File: src/hw/misc_alu_cfg.svh
`ifndef MISC_ALU_CFG_SVH
`define MISC_ALU_CFG_SVH

`define MISC_DATA_WIDTH  16
`define MISC_GUARD_WIDTH 8
`define MISC_ACC_WIDTH   (2 * `MISC_DATA_WIDTH + `MISC_GUARD_WIDTH)

`define MISC_DEST_WIDTH  4
`define MISC_SHAMT_WIDTH 4

// codes 9 to 15 decode to a zero result.
`define MISC_OP_WIDTH    4

`endif

File: src/hw/misc_alu_pkg.sv
`include "misc_alu_cfg.svh"

package misc_alu_pkg;

	typedef logic signed [`MISC_DATA_WIDTH - 1 : 0] data_t;
	typedef logic signed [`MISC_ACC_WIDTH - 1 : 0]  acc_t;
	typedef logic [`MISC_DEST_WIDTH - 1 : 0]        dest_t;
	typedef logic [`MISC_SHAMT_WIDTH - 1 : 0]       shamt_t;

	typedef enum logic [`MISC_OP_WIDTH - 1 : 0] {
		op_lsh      = 4'd0,
		op_rsh      = 4'd1,
		op_abs      = 4'd2,
		op_min      = 4'd3,
		op_max      = 4'd4,
		op_clamp    = 4'd5,
		op_mov_acc  = 4'd6, // acc >>> 15.
		op_mov_uacc = 4'd7, // acc[31:16].
		op_mov_lacc = 4'd8  // acc[15:0].
	} misc_op_t;

	typedef struct packed {
		misc_op_t op;
		dest_t    dest;
		logic     sat_disable;
		shamt_t   shamt;
		data_t    a;
		data_t    b;
		data_t    c;
		acc_t     acc;
	} req_t;

	// after the coarse shifts by 8 and 4.
	typedef struct packed {
		misc_op_t   op;
		dest_t      dest;
		logic       sat_disable;
		logic [1:0] shamt_lo;
		data_t      a;
		data_t      lsh;
		data_t      rsh;
		data_t      abs;
		data_t      min;
		data_t      max;
		data_t      lo; // lower clamp bound.
		data_t      hi;
		acc_t       acc_shift;
		data_t      upper;
		data_t      lower;
	} prep_t;

	typedef struct packed {
		misc_op_t op;
		dest_t    dest;
		logic     sat_disable;
		data_t    lsh;
		data_t    rsh;
		data_t    abs;
		data_t    min;
		data_t    max;
		data_t    clamp;
		acc_t     acc_shift;
		data_t    upper;
		data_t    lower;
	} fin_t;

	typedef struct packed {
		dest_t dest;
		acc_t  result;
	} rsp_t;

endpackage

File: src/hw/misc_alu.sv
`timescale 1ns/1ps

module misc_alu
	import misc_alu_pkg::*;
(
	input  logic     clk,
	input  logic     reset,

	input  logic     req_valid,
	output logic     req_ready,
	input  misc_op_t op,
	input  dest_t    dest,
	input  logic     sat_disable,
	input  shamt_t   shamt,
	input  data_t    a,
	input  data_t    b,
	input  data_t    c,
	input  acc_t     acc,

	output logic     rsp_valid,
	input  logic     rsp_ready,
	output dest_t    rsp_dest,
	output acc_t     result
);

	req_t  req_bus;
	prep_t prep_d;
	prep_t prep_q;
	fin_t  fin_d;
	fin_t  fin_q;
	rsp_t  rsp_d;
	rsp_t  rsp_q;

	logic  prep_valid;
	logic  finish_ready;
	logic  fin_valid;
	logic  rsp_in_ready;

	assign req_bus = '{
		op:          op,
		dest:        dest,
		sat_disable: sat_disable,
		shamt:       shamt,
		a:           a,
		b:           b,
		c:           c,
		acc:         acc
	};

	misc_prep u_misc_prep (
		.req  (req_bus),
		.prep (prep_d)
	);

	pipe_slice #(.payload_t(prep_t)) slice_prep (
		.clk       (clk),
		.reset     (reset),
		.in_valid  (req_valid),
		.in_ready  (req_ready),
		.in_data   (prep_d),
		.out_valid (prep_valid),
		.out_ready (finish_ready),
		.out_data  (prep_q)
	);

	misc_finish u_misc_finish (
		.prep (prep_q),
		.fin  (fin_d)
	);

	pipe_slice #(.payload_t(fin_t)) slice_finish (
		.clk       (clk),
		.reset     (reset),
		.in_valid  (prep_valid),
		.in_ready  (finish_ready),
		.in_data   (fin_d),
		.out_valid (fin_valid),
		.out_ready (rsp_in_ready),
		.out_data  (fin_q)
	);

	misc_select u_misc_select (
		.fin (fin_q),
		.rsp (rsp_d)
	);

	// last slice faces the consumer directly.
	pipe_slice #(.payload_t(rsp_t)) slice_rsp (
		.clk       (clk),
		.reset     (reset),
		.in_valid  (fin_valid),
		.in_ready  (rsp_in_ready),
		.in_data   (rsp_d),
		.out_valid (rsp_valid),
		.out_ready (rsp_ready),
		.out_data  (rsp_q)
	);

	assign rsp_dest = rsp_q.dest;
	assign result   = rsp_q.result;

endmodule

File: src/hw/misc_finish.sv
`timescale 1ns/1ps

module misc_finish
	import misc_alu_pkg::*;
(
	input  prep_t prep,
	output fin_t  fin
);

	data_t lsh_2;
	data_t lsh_1;
	data_t rsh_2;
	data_t rsh_1;
	logic  below_lo;
	logic  above_hi;
	data_t clamp_val;

	// fine half of the shifter.
	assign lsh_2 = prep.shamt_lo[1] ? (prep.lsh << 2) : prep.lsh;
	assign lsh_1 = prep.shamt_lo[0] ? (lsh_2 << 1) : lsh_2;

	assign rsh_2 = prep.shamt_lo[1] ? (prep.rsh >> 2) : prep.rsh;
	assign rsh_1 = prep.shamt_lo[0] ? (rsh_2 >> 1) : rsh_2;

	assign below_lo = prep.a < prep.lo;
	assign above_hi = prep.a > prep.hi;

	// lo <= hi holds from stage one.
	always_comb begin
		if (below_lo) begin
			clamp_val = prep.lo;
		end else if (above_hi) begin
			clamp_val = prep.hi;
		end else begin
			clamp_val = prep.a;
		end
	end

	always_comb begin
		fin.op          = prep.op;
		fin.dest        = prep.dest;
		fin.sat_disable = prep.sat_disable;

		fin.lsh   = lsh_1;
		fin.rsh   = rsh_1;
		fin.abs   = prep.abs;
		fin.min   = prep.min;
		fin.max   = prep.max;
		fin.clamp = clamp_val;

		fin.acc_shift = prep.acc_shift;
		fin.upper     = prep.upper;
		fin.lower     = prep.lower;
	end

endmodule

File: src/hw/misc_prep.sv
`timescale 1ns/1ps
`include "misc_alu_cfg.svh"

module misc_prep
	import misc_alu_pkg::*;
(
	input  req_t  req,
	output prep_t prep
);

	localparam int acc_frac = `MISC_DATA_WIDTH - 1;

	data_t lsh_8;
	data_t lsh_4;
	data_t rsh_8;
	data_t rsh_4;
	data_t abs_a;
	data_t min_ab;
	data_t max_ab;
	logic  clamp_swap;
	data_t clamp_lo;
	data_t clamp_hi;
	acc_t  acc_shift;

	// coarse half of the barrel shifter.
	assign lsh_8 = req.shamt[3] ? (req.a << 8) : req.a;
	assign lsh_4 = req.shamt[2] ? (lsh_8 << 4) : lsh_8;

	// logical, zero fill.
	assign rsh_8 = req.shamt[3] ? (req.a >> 8) : req.a;
	assign rsh_4 = req.shamt[2] ? (rsh_8 >> 4) : rsh_8;

	// -32768 wraps to itself.
	assign abs_a = req.a[`MISC_DATA_WIDTH - 1] ? -req.a : req.a;

	assign min_ab = (req.a < req.b) ? req.a : req.b;
	assign max_ab = (req.a > req.b) ? req.a : req.b;

	// bounds may arrive in either order.
	assign clamp_swap = req.c < req.b;
	assign clamp_lo   = clamp_swap ? req.c : req.b;
	assign clamp_hi   = clamp_swap ? req.b : req.c;

	assign acc_shift = req.acc >>> acc_frac;

	always_comb begin
		prep.op          = req.op;
		prep.dest        = req.dest;
		prep.sat_disable = req.sat_disable;
		prep.shamt_lo    = req.shamt[1:0];

		prep.a   = req.a;
		prep.lsh = lsh_4;
		prep.rsh = rsh_4;

		prep.abs = abs_a;
		prep.min = min_ab;
		prep.max = max_ab;

		prep.lo = clamp_lo;
		prep.hi = clamp_hi;

		prep.acc_shift = acc_shift;
		prep.upper     = req.acc[2 * `MISC_DATA_WIDTH - 1 : `MISC_DATA_WIDTH];
		prep.lower     = req.acc[`MISC_DATA_WIDTH - 1 : 0];
	end

endmodule

File: src/hw/misc_select.sv
`timescale 1ns/1ps
`include "misc_alu_cfg.svh"

module misc_select
	import misc_alu_pkg::*;
(
	input  fin_t fin,
	output rsp_t rsp
);

	localparam acc_t sat_max = 2 ** (`MISC_DATA_WIDTH - 1) - 1;
	localparam acc_t sat_min = -(2 ** (`MISC_DATA_WIDTH - 1));

	acc_t sel;
	acc_t sel_sat;

	function automatic acc_t sext(data_t v);
		return {{(`MISC_ACC_WIDTH - `MISC_DATA_WIDTH){v[`MISC_DATA_WIDTH - 1]}}, v};
	endfunction

	always_comb begin
		case (fin.op)
			op_lsh:      sel = sext(fin.lsh);
			op_rsh:      sel = sext(fin.rsh);
			op_abs:      sel = sext(fin.abs);
			op_min:      sel = sext(fin.min);
			op_max:      sel = sext(fin.max);
			op_clamp:    sel = sext(fin.clamp);
			op_mov_acc:  sel = fin.acc_shift; // only op that can leave 16-bit range.
			op_mov_uacc: sel = sext(fin.upper);
			op_mov_lacc: sel = sext(fin.lower);
			default:     sel = '0; // unused codes.
		endcase
	end

	always_comb begin
		if (sel > sat_max) begin
			sel_sat = sat_max;
		end else if (sel < sat_min) begin
			sel_sat = sat_min;
		end else begin
			sel_sat = sel;
		end
	end

	always_comb begin
		rsp.dest   = fin.dest;
		rsp.result = fin.sat_disable ? sel : sel_sat;
	end

endmodule

File: src/hw/pipe_slice.sv
`timescale 1ns/1ps

module pipe_slice #(
	parameter type payload_t = logic
) (
	input  logic     clk,
	input  logic     reset,

	input  logic     in_valid,
	output logic     in_ready,
	input  payload_t in_data,

	output logic     out_valid,
	input  logic     out_ready,
	output payload_t out_data
);

	logic take_in;
	logic take_out;

	// full slice still advances when downstream takes.
	assign in_ready = ~out_valid | out_ready;

	assign take_in  = in_valid & in_ready;
	assign take_out = out_valid & out_ready;

	always_ff @(posedge clk) begin
		if (reset) begin
			out_valid <= 1'b0;
		end else if (take_in) begin
			out_valid <= 1'b1;
		end else if (take_out) begin
			out_valid <= 1'b0; // drained.
		end
	end

	always_ff @(posedge clk) begin
		if (take_in) begin
			out_data <= in_data;
		end
	end

endmodule

File: config.mk
export PLATFORM = sky130hd
export DESIGN_NAME = misc_alu
export DESIGN_NICKNAME = d
export VERILOG_FILES = /design/src/hw/misc_alu_pkg.sv /design/src/hw/misc_alu.sv /design/src/hw/misc_finish.sv /design/src/hw/misc_prep.sv /design/src/hw/misc_select.sv /design/src/hw/pipe_slice.sv
export VERILOG_INCLUDE_DIRS = /design/src /design/src/hw
export SDC_FILE = /design/constraint.sdc
export NUM_CORES = 1
export LEC_CHECK = 0
export ABC_CLOCK_PERIOD_IN_PS = 14900
export CAP_MARGIN = 20
export CORE_UTILIZATION = 45
export CTS_BUF_LIST = sky130_fd_sc_hd__clkbuf_4 sky130_fd_sc_hd__clkbuf_8
export CTS_CLUSTER_DIAMETER = 50
export DETAILED_ROUTE_END_ITERATION = 10
export DONT_BUFFER_PORTS = 1
export GPL_TIMING_DRIVEN = 0
export HOLD_SLACK_MARGIN = 0.12
export PLACE_DENSITY = 0.64
export SLEW_MARGIN = 15
export SYNTH_ARGS = -nofsm -noshare
export SYNTH_HDL_FRONTEND = slang
export SYNTH_SLANG_ARGS = --single-unit
export TNS_END_PERCENT = 30
File: constraint.sdc
create_clock -name clk -period 14.9 [get_ports clk]
set_clock_uncertainty 0.15 [all_clocks]
set_input_delay 0.745 -clock clk [delete_from_list [all_inputs] [get_ports clk]]
set_output_delay 0.745 -clock clk [all_outputs]
set_load 0.03 [all_outputs]
Yosys cells after proc, flatten, opt, wreduce, memory -nomap -nowiden
Cells that the tools add are included.
{"block": "totals", "regBits": 405, "input_bits": 105, "out_inout_bits": 46, "elab_cells": 92}
{"block": "classes", "addsub": 1, "n_lt_le_gt_ge": 7, "eq_ne": 8, "mux": 25, "bitwise_logic": 10, "reduce_logical": 4}
{"op": "one-hot mux 40 bit (9 select lines)", "count": 1}
{"op": "two-way mux 16 bit", "count": 12}
{"op": "two-way mux 40 bit", "count": 3}
{"op": "less-than comparator 16 bit", "count": 3}
{"op": "greater-than comparator 40 x 16 -> 1 bit, second input constant", "count": 1}
{"op": "less-than comparator 40 x 16 -> 1 bit, second input constant", "count": 1}
{"op": "greater-than comparator 16 bit", "count": 2}
{"op": "two-way mux 15 bit", "count": 2}
{"op": "equality test 4 x 3 -> 1 bit, second input constant", "count": 4}
{"op": "negation 16 bit", "count": 1}
{"op": "two-way mux 12 bit", "count": 1}
{"op": "equality test 4 x 2 -> 1 bit, second input constant", "count": 2}
{"op": "two-way mux 1 bit", "count": 6}
{"op": "nonzero test 2 bit", "count": 3}
{"op": "AND 1 bit", "count": 4}
{"op": "equality test 4 x 1 -> 1 bit, second input constant", "count": 1}
{"op": "equality test 4 bit, second input constant", "count": 1}
{"op": "logical NOT 4 bit", "count": 1}
{"op": "NOT 1 bit", "count": 3}
{"op": "bitwise OR 1 bit", "count": 3}

Longest topological paths before layout
Gate-level depths: netlist of the first run.
{"block": "depth", "ltp_word": 6, "depth_mapped": 11, "ltp_nobuf": 8}

By module
From an unflattened synthesis of the first run, not the netlist that was laid out.
{"block": "hier_totals", "hier_cells": 1549, "hier_area_um2": 21374.2}
{"mod": "pipe_slice (slice_prep)", "n_inst": 1, "cells_each": 216, "area_each_um2": 6391.1, "seq_area_each_um2": 6356.1}
{"mod": "pipe_slice (slice_finish)", "n_inst": 1, "cells_each": 182, "area_each_um2": 5370.2, "seq_area_each_um2": 5335.1}
{"mod": "misc_finish", "n_inst": 1, "cells_each": 404, "area_each_um2": 3241.9, "seq_area_each_um2": 0.0}
{"mod": "misc_prep", "n_inst": 1, "cells_each": 416, "area_each_um2": 3123.0, "seq_area_each_um2": 0.0}
{"mod": "misc_select", "n_inst": 1, "cells_each": 282, "area_each_um2": 1871.8, "seq_area_each_um2": 0.0}
{"mod": "pipe_slice (slice_rsp)", "n_inst": 1, "cells_each": 49, "area_each_um2": 1376.3, "seq_area_each_um2": 1341.3}

Worst setup path before layout of the first run
Ideal clock, no wire load.
{"block": "synth_timing", "path_kind": "input-to-reg", "startpoint": "input rsp_ready", "endpoint": "register slice_finish.out_data[0] in the netlist's numbering, enable pin", "setup_time_ps": 871, "arrival_ps": 11304, "required_time_ps": 13879, "path_slack_ps": 2575, "stages": 2, "path_buffers": 0, "cell_sequence": "nor2b_1 -> a21boi_0"}
{"block": "synth_between", "elab_chain_cells": 3}
{"element": "start, declared", "line_no": "misc_alu.sv:21", "rtl": "input logic rsp_ready,"}
{"element": "bitwise OR 1 bit (2 in a row)", "line_no": "pipe_slice.sv:22", "rtl": "assign in_ready = ~out_valid | out_ready;"}
{"element": "AND 1 bit", "line_no": "pipe_slice.sv:24", "rtl": "assign take_in = in_valid & in_ready;"}
{"element": "net slice_finish.take_in", "line_no": "pipe_slice.sv:18", "rtl": "logic take_in;"}
{"element": "end signal, assigned", "line_no": "pipe_slice.sv:39", "rtl": "out_data <= in_data;"}
{"element": "end, declared", "line_no": "pipe_slice.sv:15", "rtl": "output payload_t out_data"}
The timed path passes the listed nets, and every way through them passes these cells.
A chain may end at the register's enable or synchronous reset.

==> results of run 1 <==
## area by class of cell
| class | count | area [um2] |
|---|---|---|
| clock buffers | 81 | 996 |
| flip-flops and latches | 355 | 10600 |
| diodes | 1 | 2.50 |
| clock inverters | 25 | 144 |
| multi-input cells | 627 | 5060 |
| repair buffers | 82 | 1070 |
| inverters | 57 | 214 |
| well taps | 461 | 577 |
| fillers | 2969 | 16500 |
| plain buffers | 81 | 395 |
## routing by layer
layer | routed length [um] | global-route usage | vias to the layer above
met4 | 957 | 0.0721 | 2
met1 | 17400 | 0.286 | 4949
met3 | 2780 | 0.0486 | 61
li1 | - | - | 4672
met2 | 18400 | 0.347 | 402
met5 | 13 | 0 | -
## how the worst min path moves through the flow
stage                     slack, ns                                from                                   end  depth (start not counted)
final                          0.20                               a[12]    slice_prep.out_data[148]$_DFFE_PP_                          1
after global routing           0.17                               a[12]    slice_prep.out_data[148]$_DFFE_PP_                          1
after CTS                      0.15                               a[12]    slice_prep.out_data[148]$_DFFE_PP_                          1
after detailed placement       0.25  slice_prep.out_data[116]$_DFFE_PP_  slice_finish.out_data[100]$_DFFE_PP_                          0
after global placement         0.25   slice_prep.out_data[53]$_DFFE_PP_   slice_finish.out_data[53]$_DFFE_PP_                          0
after floorplan                0.25    slice_prep.out_data[0]$_DFFE_PP_    slice_finish.out_data[0]$_DFFE_PP_                          0
## cell usage in the layout, fill, tap and decap left out, drive strengths merged, types with 3 or more instances in the layout
| cell type | count |
|---|---|
| o41ai | 3 |
| ha | 63 |
| mux2i | 8 |
| nor4 | 3 |
| a22oi | 31 |
| and4 | 4 |
| inv | 59 |
| nor3 | 8 |
| nand3 | 43 |
| mux4 | 23 |
| xnor2 | 13 |
| dfxtp | 3 |
| dlygate4sd3 | 68 |
| o21ai | 36 |
| a21boi | 8 |
| a21o | 26 |
| o31ai | 4 |
| clkbuf | 127 |
| a211oi | 17 |
| and2 | 7 |
| nand4 | 10 |
| a22o | 15 |
| or3 | 7 |
| nand2b | 7 |
| o21a | 3 |
| nor2 | 24 |
| mux2 | 62 |
| a31oi | 17 |
| a21oi | 80 |
| edfxtp | 352 |
| nand3b | 3 |
| clkinv | 22 |
| nor2b | 26 |
| nand2 | 33 |
| a221oi | 15 |
| buf | 49 |
| o211ai | 3 |
| nor3b | 4 |
## cells by family (layout without fill, tap and decap cells)
logic type | count (synthesis) | after routing | synth area share
AOI/OAI and AO/OA | 273 | 273 | 0.111
xor gates and xnor gates | 13 | 13 | 0.00700
adders and majority gates | 63 | 63 | 0.0485
buffers and inverters | 138 | 326 | 0.0375
DFF | 355 | 355 | 0.654
muxes | 93 | 93 | 0.0797
other | 0 | 1 | 0
and+or+nand+nor | 185 | 185 | 0.0626
## sequential cells by signal, indices dropped and copies added, names as in the netlist
signal	flops
slice_prep.out_data	178
slice_finish.out_valid	1
slice_rsp.out_data	29
slice_rsp.out_valid	1
slice_prep.out_valid	1
slice_finish.out_data	145
## through the flow
step / setup TNS [ns] / power, W / worst slack, ns / instances / hold WS, ns
2_1_floorplan: 0 / 0.00147 / 2.57 / 1120 / 0.250
3_3_place_gp: -340.46 / 0.00156 / -1.92 / 1581 / 0.251
3_5_place_dp: 0 / 0.00156 / 11.29 / 1595 / 0.255
4_1_cts: 0 / 0.00241 / 11.45 / 1769 / 0.148
5_1_grt: 0 / 0.00248 / 11.24 / 1769 / 0.166
6_report: 0 / 0.00238 / 11.45 / 1770 / 0.197
## power breakdown
group          internal (W)  switching (W)  leakage, nW
clock              0.000449       0.000375        0.617
combinational      0.000136       0.000171         2.86
sequential          0.00120      0.0000444         3.39
total               0.00179       0.000591         6.86
## timing repair
| action | in CTS | in global routing |
|---|---|---|
| endpoints found under the hold margin | 70 | 0 |
| setup buffers | 0 | 0 |
| hold buffers | 68 | 0 |
| setup endpoints to repair | 0 | 0 |
==> impl_metrics.py, run 1 <==
metrics = {
    "clocking": {
        "h-tree-depth": 2,
        "cts_resized": 0,
        "cts_buffers": 58,
        "clockRootBuffer": "clkbuf_8",
        "insertion_delay_ns": 0.60,
        "cts_max_path_buffers": 3,
        "cts.sinks": 355,
        "clkTransAtPathRegs_ns": 0.06,
        "cts_tree": "yes",
    },
    "routing": {
        "via_per_inst": 5.70,
        "wl_um": 39500,
        "drtAntennaViolNets": 0,
        "wire_per_inst_um": 22.3,
        "first_iter_violations": 677,
        "vias": 10100,
        "drc": 0,
        "first_pass_iters": 5,
    },
    "critical_path": {
        "worstReg2RegStart": "slice_prep.out_data[199]$_DFFE_PP_",
        "timing.rr.end": "slice_finish.out_data[87]$_DFFE_PP_",
        "crit_type": "reg2reg",
        "cp.arrival_ns": 3.62,
        "rr_worst_depth": 9,
        "crit_chain": "ha_1, and4_1, nand3_1, a21oi_1, or3_1, clkbuf_1, clkbuf_1, nand3_1, a31oi_1",
        "cpPeakStageDelay_ns": 0.55,
        "startpoint": "slice_prep.out_data[199]$_DFFE_PP_",
        "crit_end": "slice_finish.out_data[87]$_DFFE_PP_",
        "crit_path_end_kind": "flip-flop",
        "startpoint_type": "flip-flop",
        "critPathRequiredTime_ns": 15.07,
        "worstSetupPathDepth": 9,
        "worst-path-buf-inv": 2,
        "reg2reg_setup_slack_ns": 11.45,
        "path_delay_family": "compound AO/OA/AOI/OAI gates",
        "path_max_fanout": 10,
        "critPathSlowestCell": "a31oi_1",
    },
    "power_and_ir_drop": {
        "pwr_density_cell_mw_per_mm2": 125,
        "max-vdd-ir-drop_uv": 77.5,
        "p_leak_nw": 6.86,
    },
    "final_layout": {
        "final_area_mm2": 0.0191,
        "area_delta_synth_final_pct": 17.4,
        "layout-drive-gt1-share": 0.184,
        "final_core_utilization": 0.537,
        "final_nets": 1430,
    },
    "logic_synthesis": {
        "ys.flop_type": "edfxtp_1",
        "synth_area_leaders": "edfxtp_1, ha_1, mux2_2, mux4_2, a21oi_1",
        "seq_area_frac_synth": 0.654,
        "yosys-top-cells-count": "edfxtp_1, a21oi_1, ha_1, mux2_2, inv_1",
        "synth.most_common_cell": "edfxtp_1",
        "syn-num-nets": 1288,
        "synth.largest_area_cell": "edfxtp_1",
        "yosysUniqueCellTypes": 62,
        "syn_inst": 1120,
        "yosysWarnings": 0,
        "yosys_register_bits": 355,
        "synth_edf_count": 352,
        "synth_top_area_share": 0.650,
        "syn_avg_cell_area_um2": 14.5,
        "syn_area_mm2": 0.0163,
        "async_reset_ff_frac": 0,
    },
    "floorplanning": {
        "core_area_mm2": 0.0356,
        "start_util": 0.457,
        "die_w_um": 192,
        "die_h_um": 192,
        "placementRows": 69,
        "io_pins": 151,
        "die-area_mm2": 0.0369,
    },
    "min_path": {
        "hp-class": "in2reg",
    },
    "placement": {
        "hpwl_um": 29100,
        "gp_congestion": 0.906,
        "io_buffers": 0,
        "placed_cell_area_mm2": 0.0173,
    },
    "grt": {
        "grt_pass1_vias": 10000,
        "grt_use_total": 0.215,
        "grt_antenna_before_repair": 2,
        "overflow": 0,
        "grt_pass1_wl_um": 58700,
        "grt_start_max_net_pins": 30,
    },
    "timing": {
        "clock.fmax_mhz": 289,
        "worst_slew_pin_slew_ns": 0.837,
        "relSlewSlack": 0.439,
        "slew_viol_final": 0,
        "rsz0062_at_grt": "false",
        "setup_viol": 0,
        "fin_crit_ns": 3.45,
        "fin_crit_sh": 0.232,
        "hold_viol_final": 0,
    },
    "flow_run": {
        "maxCapViolCount": 0,
    },
    "status": {
        "outcome": "finished, final reports clean",
    },
}
No activity file was read; power rests on OpenSTA's default activity.
==> inputs of run 2 (changes only) <==
ABC_CLOCK_PERIOD_IN_PS = 2900   (was 14900)
PLACE_DENSITY = 0.66   (was 0.64)
clock period = 2.9 ns   (was 14.9 ns; I/O delays follow)
==> impl_metrics.py, run 2 (synthesized netlist as in run 1, its figures left out) <==
metrics = {
    "final_layout": {
        "reg.largest.list": "slice_prep.out_data x178, slice_finish.out_data x145, slice_rsp.out_data x29",
        "area_delta_synth_final_pct": 27.5,
        "final_common_cell": "edfxtp_1",
        "final_nets": 1558,
        "final_cell_mix": "edfxtp_1, dlygate4sd3_1, a21oi_1",
        "largest_register": "slice_prep.out_data",
        "largest_reg_flops": 178,
        "fillers": 2817,
        "final_cells": 1896,
        "layout-drive-gt1-share": 0.208,
        "final_core_utilization": 0.583,
        "diodes": 0,
    },
    "flow_run": {
        "maxCapViolCount": 0,
    },
    "critical_path": {
        "worst-path-buf-inv": 2,
        "crit_path_end_kind": "flip-flop",
        "critPathSlowestCell": "nor4b_2",
        "crit_chain": "buf_2, nor4b_2, clkbuf_1, a22oi_1, nand3_1, a21oi_1, o21ai_0",
        "path_delay_family": "simple AND/OR/NAND/NOR gates",
        "crit_type": "reg2reg",
        "path_max_fanout": 10,
        "critPathRequiredTime_ns": 3.15,
        "startpoint_type": "flip-flop",
        "cp.arrival_ns": 3.11,
        "cpPeakStageDelay_ns": 0.69,
    },
    "timing": {
        "rsz0062_at_grt": "true",
        "worst_slack_ns": 0.0367,
        "timing.hold.ws_ns": 0.161,
        "setup_viol": 0,
        "clock.fmax_mhz": 349,
        "fin_crit_sh": 0.987,
        "slew_viol_final": 0,
        "worst_slew_pin_slew_ns": 0.821,
        "relSlewSlack": 0.452,
        "fin_crit_ns": 2.86,
        "hold_viol_final": 0,
    },
    "floorplanning": {
        "die_w_um": 192,
        "core_area_mm2": 0.0356,
        "start_util": 0.457,
        "placementRows": 69,
        "io_pins": 151,
        "die_h_um": 192,
        "die-area_mm2": 0.0369,
    },
    "grt": {
        "grt_pass1_vias": 10800,
        "overflow": 0,
        "grt_antenna_before_repair": 2,
        "grt_pass1_wl_um": 62700,
        "grt_start_max_net_pins": 30,
        "grt_use_total": 0.228,
    },
    "power_and_ir_drop": {
        "pwr_density_cell_mw_per_mm2": 618,
        "p_leak_nw": 7.50,
        "max-vdd-ir-drop_uv": 473,
    },
    "placement": {
        "io_buffers": 0,
        "hpwl_um": 29300,
        "dp.cells": 1599,
        "gp_congestion": 0.925,
        "detailedPlace.worstSlack_ns": -0.489,
    },
    "routing": {
        "vias": 10700,
        "wl_um": 41600,
        "first_iter_violations": 734,
        "drc": 0,
        "first_pass_iters": 5,
        "wire_per_inst_um": 21.9,
        "via_per_inst": 5.62,
        "drtAntennaViolNets": 0,
    },
    "clocking": {
        "cts_buffers": 59,
        "clkTransAtPathRegs_ns": 0.07,
        "cts_tree": "yes",
        "cts_max_path_buffers": 3,
        "clockRootBuffer": "clkbuf_8",
        "cts.sinks": 355,
        "h-tree-depth": 2,
        "insertion_delay_ns": 0.60,
    },
    "min_path": {
        "hp-class": "in2reg",
    },
    "status": {
        "outcome": "finished, final reports clean",
    },
}
-- run 2: changes by cell type in the layout (fill, tap and decap cells not counted), sizes merged --
cell         delta
clkinvlp        +2
inv             -1
dlygate4sd3   +114
clkbuf          -4
clkinv          -4
bufinv          +1
buf            +19
diode           -1
-- run 2: cell type report --
cell class | count | area, um2 | share of cell area
inverter | 57 | 214 | 0.0103
clock buffer | 83 | 1030 | 0.0497
buffer | 80 | 427 | 0.0206
tap | 461 | 577 | 0.0278
sequential | 355 | 10600 | 0.513
timing repair buffer | 210 | 2340 | 0.113
multi-input combinational | 627 | 5330 | 0.257
clock inverter | 23 | 170 | 0.00821
-- run 2: worst reg2reg max path: cells and delay by family (launching register included) --
family | cells | cell delay [ns]
simple gates | 2 | 0.88
compound gates | 3 | 0.52
buf+inv | 2 | 0.70
flops | 1 | 0.42
-- run 2: power breakdown --
part           internal, W  leakage [nW]  switching (W)
clock              0.00247         0.633        0.00196
sequential         0.00619          3.39       0.000227
combinational     0.000931          3.48        0.00103
-- run 2: what timing repair did --
action,in CTS,in global routing
setup endpoints to repair,20,26
gates resized for setup,33,38
endpoints found under the hold margin,303,0
pin swaps,1,6
buffers inserted,3,7
hold buffers,182,0
-- run 2: path summary, 6_finish.rpt --
| kind | from | endpoint | slack, ns | cells past startpoint |
|---|---|---|---|---|
| worst max-delay path | slice_finish.out_data[173]$_DFFE_PP_ | slice_rsp.out_data[14]$_DFFE_PP_ | 0.04 | 7 |
| worst min-delay path | a[11] | slice_prep.out_data[195]$_DFFE_PP_ | 0.16 | 1 |
| worst max register to register | slice_finish.out_data[173]$_DFFE_PP_ | slice_rsp.out_data[14]$_DFFE_PP_ | 0.04 | 7 |
| worst min register to register | slice_prep.out_data[132]$_DFFE_PP_ | slice_finish.out_data[116]$_DFFE_PP_ | 0.25 | 0 |
-- run 2: through the flow --
| stage | instance area [um2] | TNS (ns) | power (W) |
|---|---|---|---|
| 2_1_floorplan | 16300 | -338.89 | 0.00749 |
| 3_3_place_gp | 16900 | -741.97 | 0.00794 |
| 3_5_place_dp | 17300 | -4.67 | 0.00802 |
| 4_1_cts | 20500 | 0 | 0.0128 |
| 5_1_grt | 20700 | -0.102 | 0.0133 |
| 6_report | 20700 | 0 | 0.0128 |
-- run 2: per-layer routing --
| layer | global-route usage | share of wire |
|---|---|---|
| met5 | 0 | 0 |
| met4 | 0.0666 | 0.022 |
| met3 | 0.0375 | 0.070 |
| met2 | 0.379 | 0.48 |
| met1 | 0.307 | 0.43 |
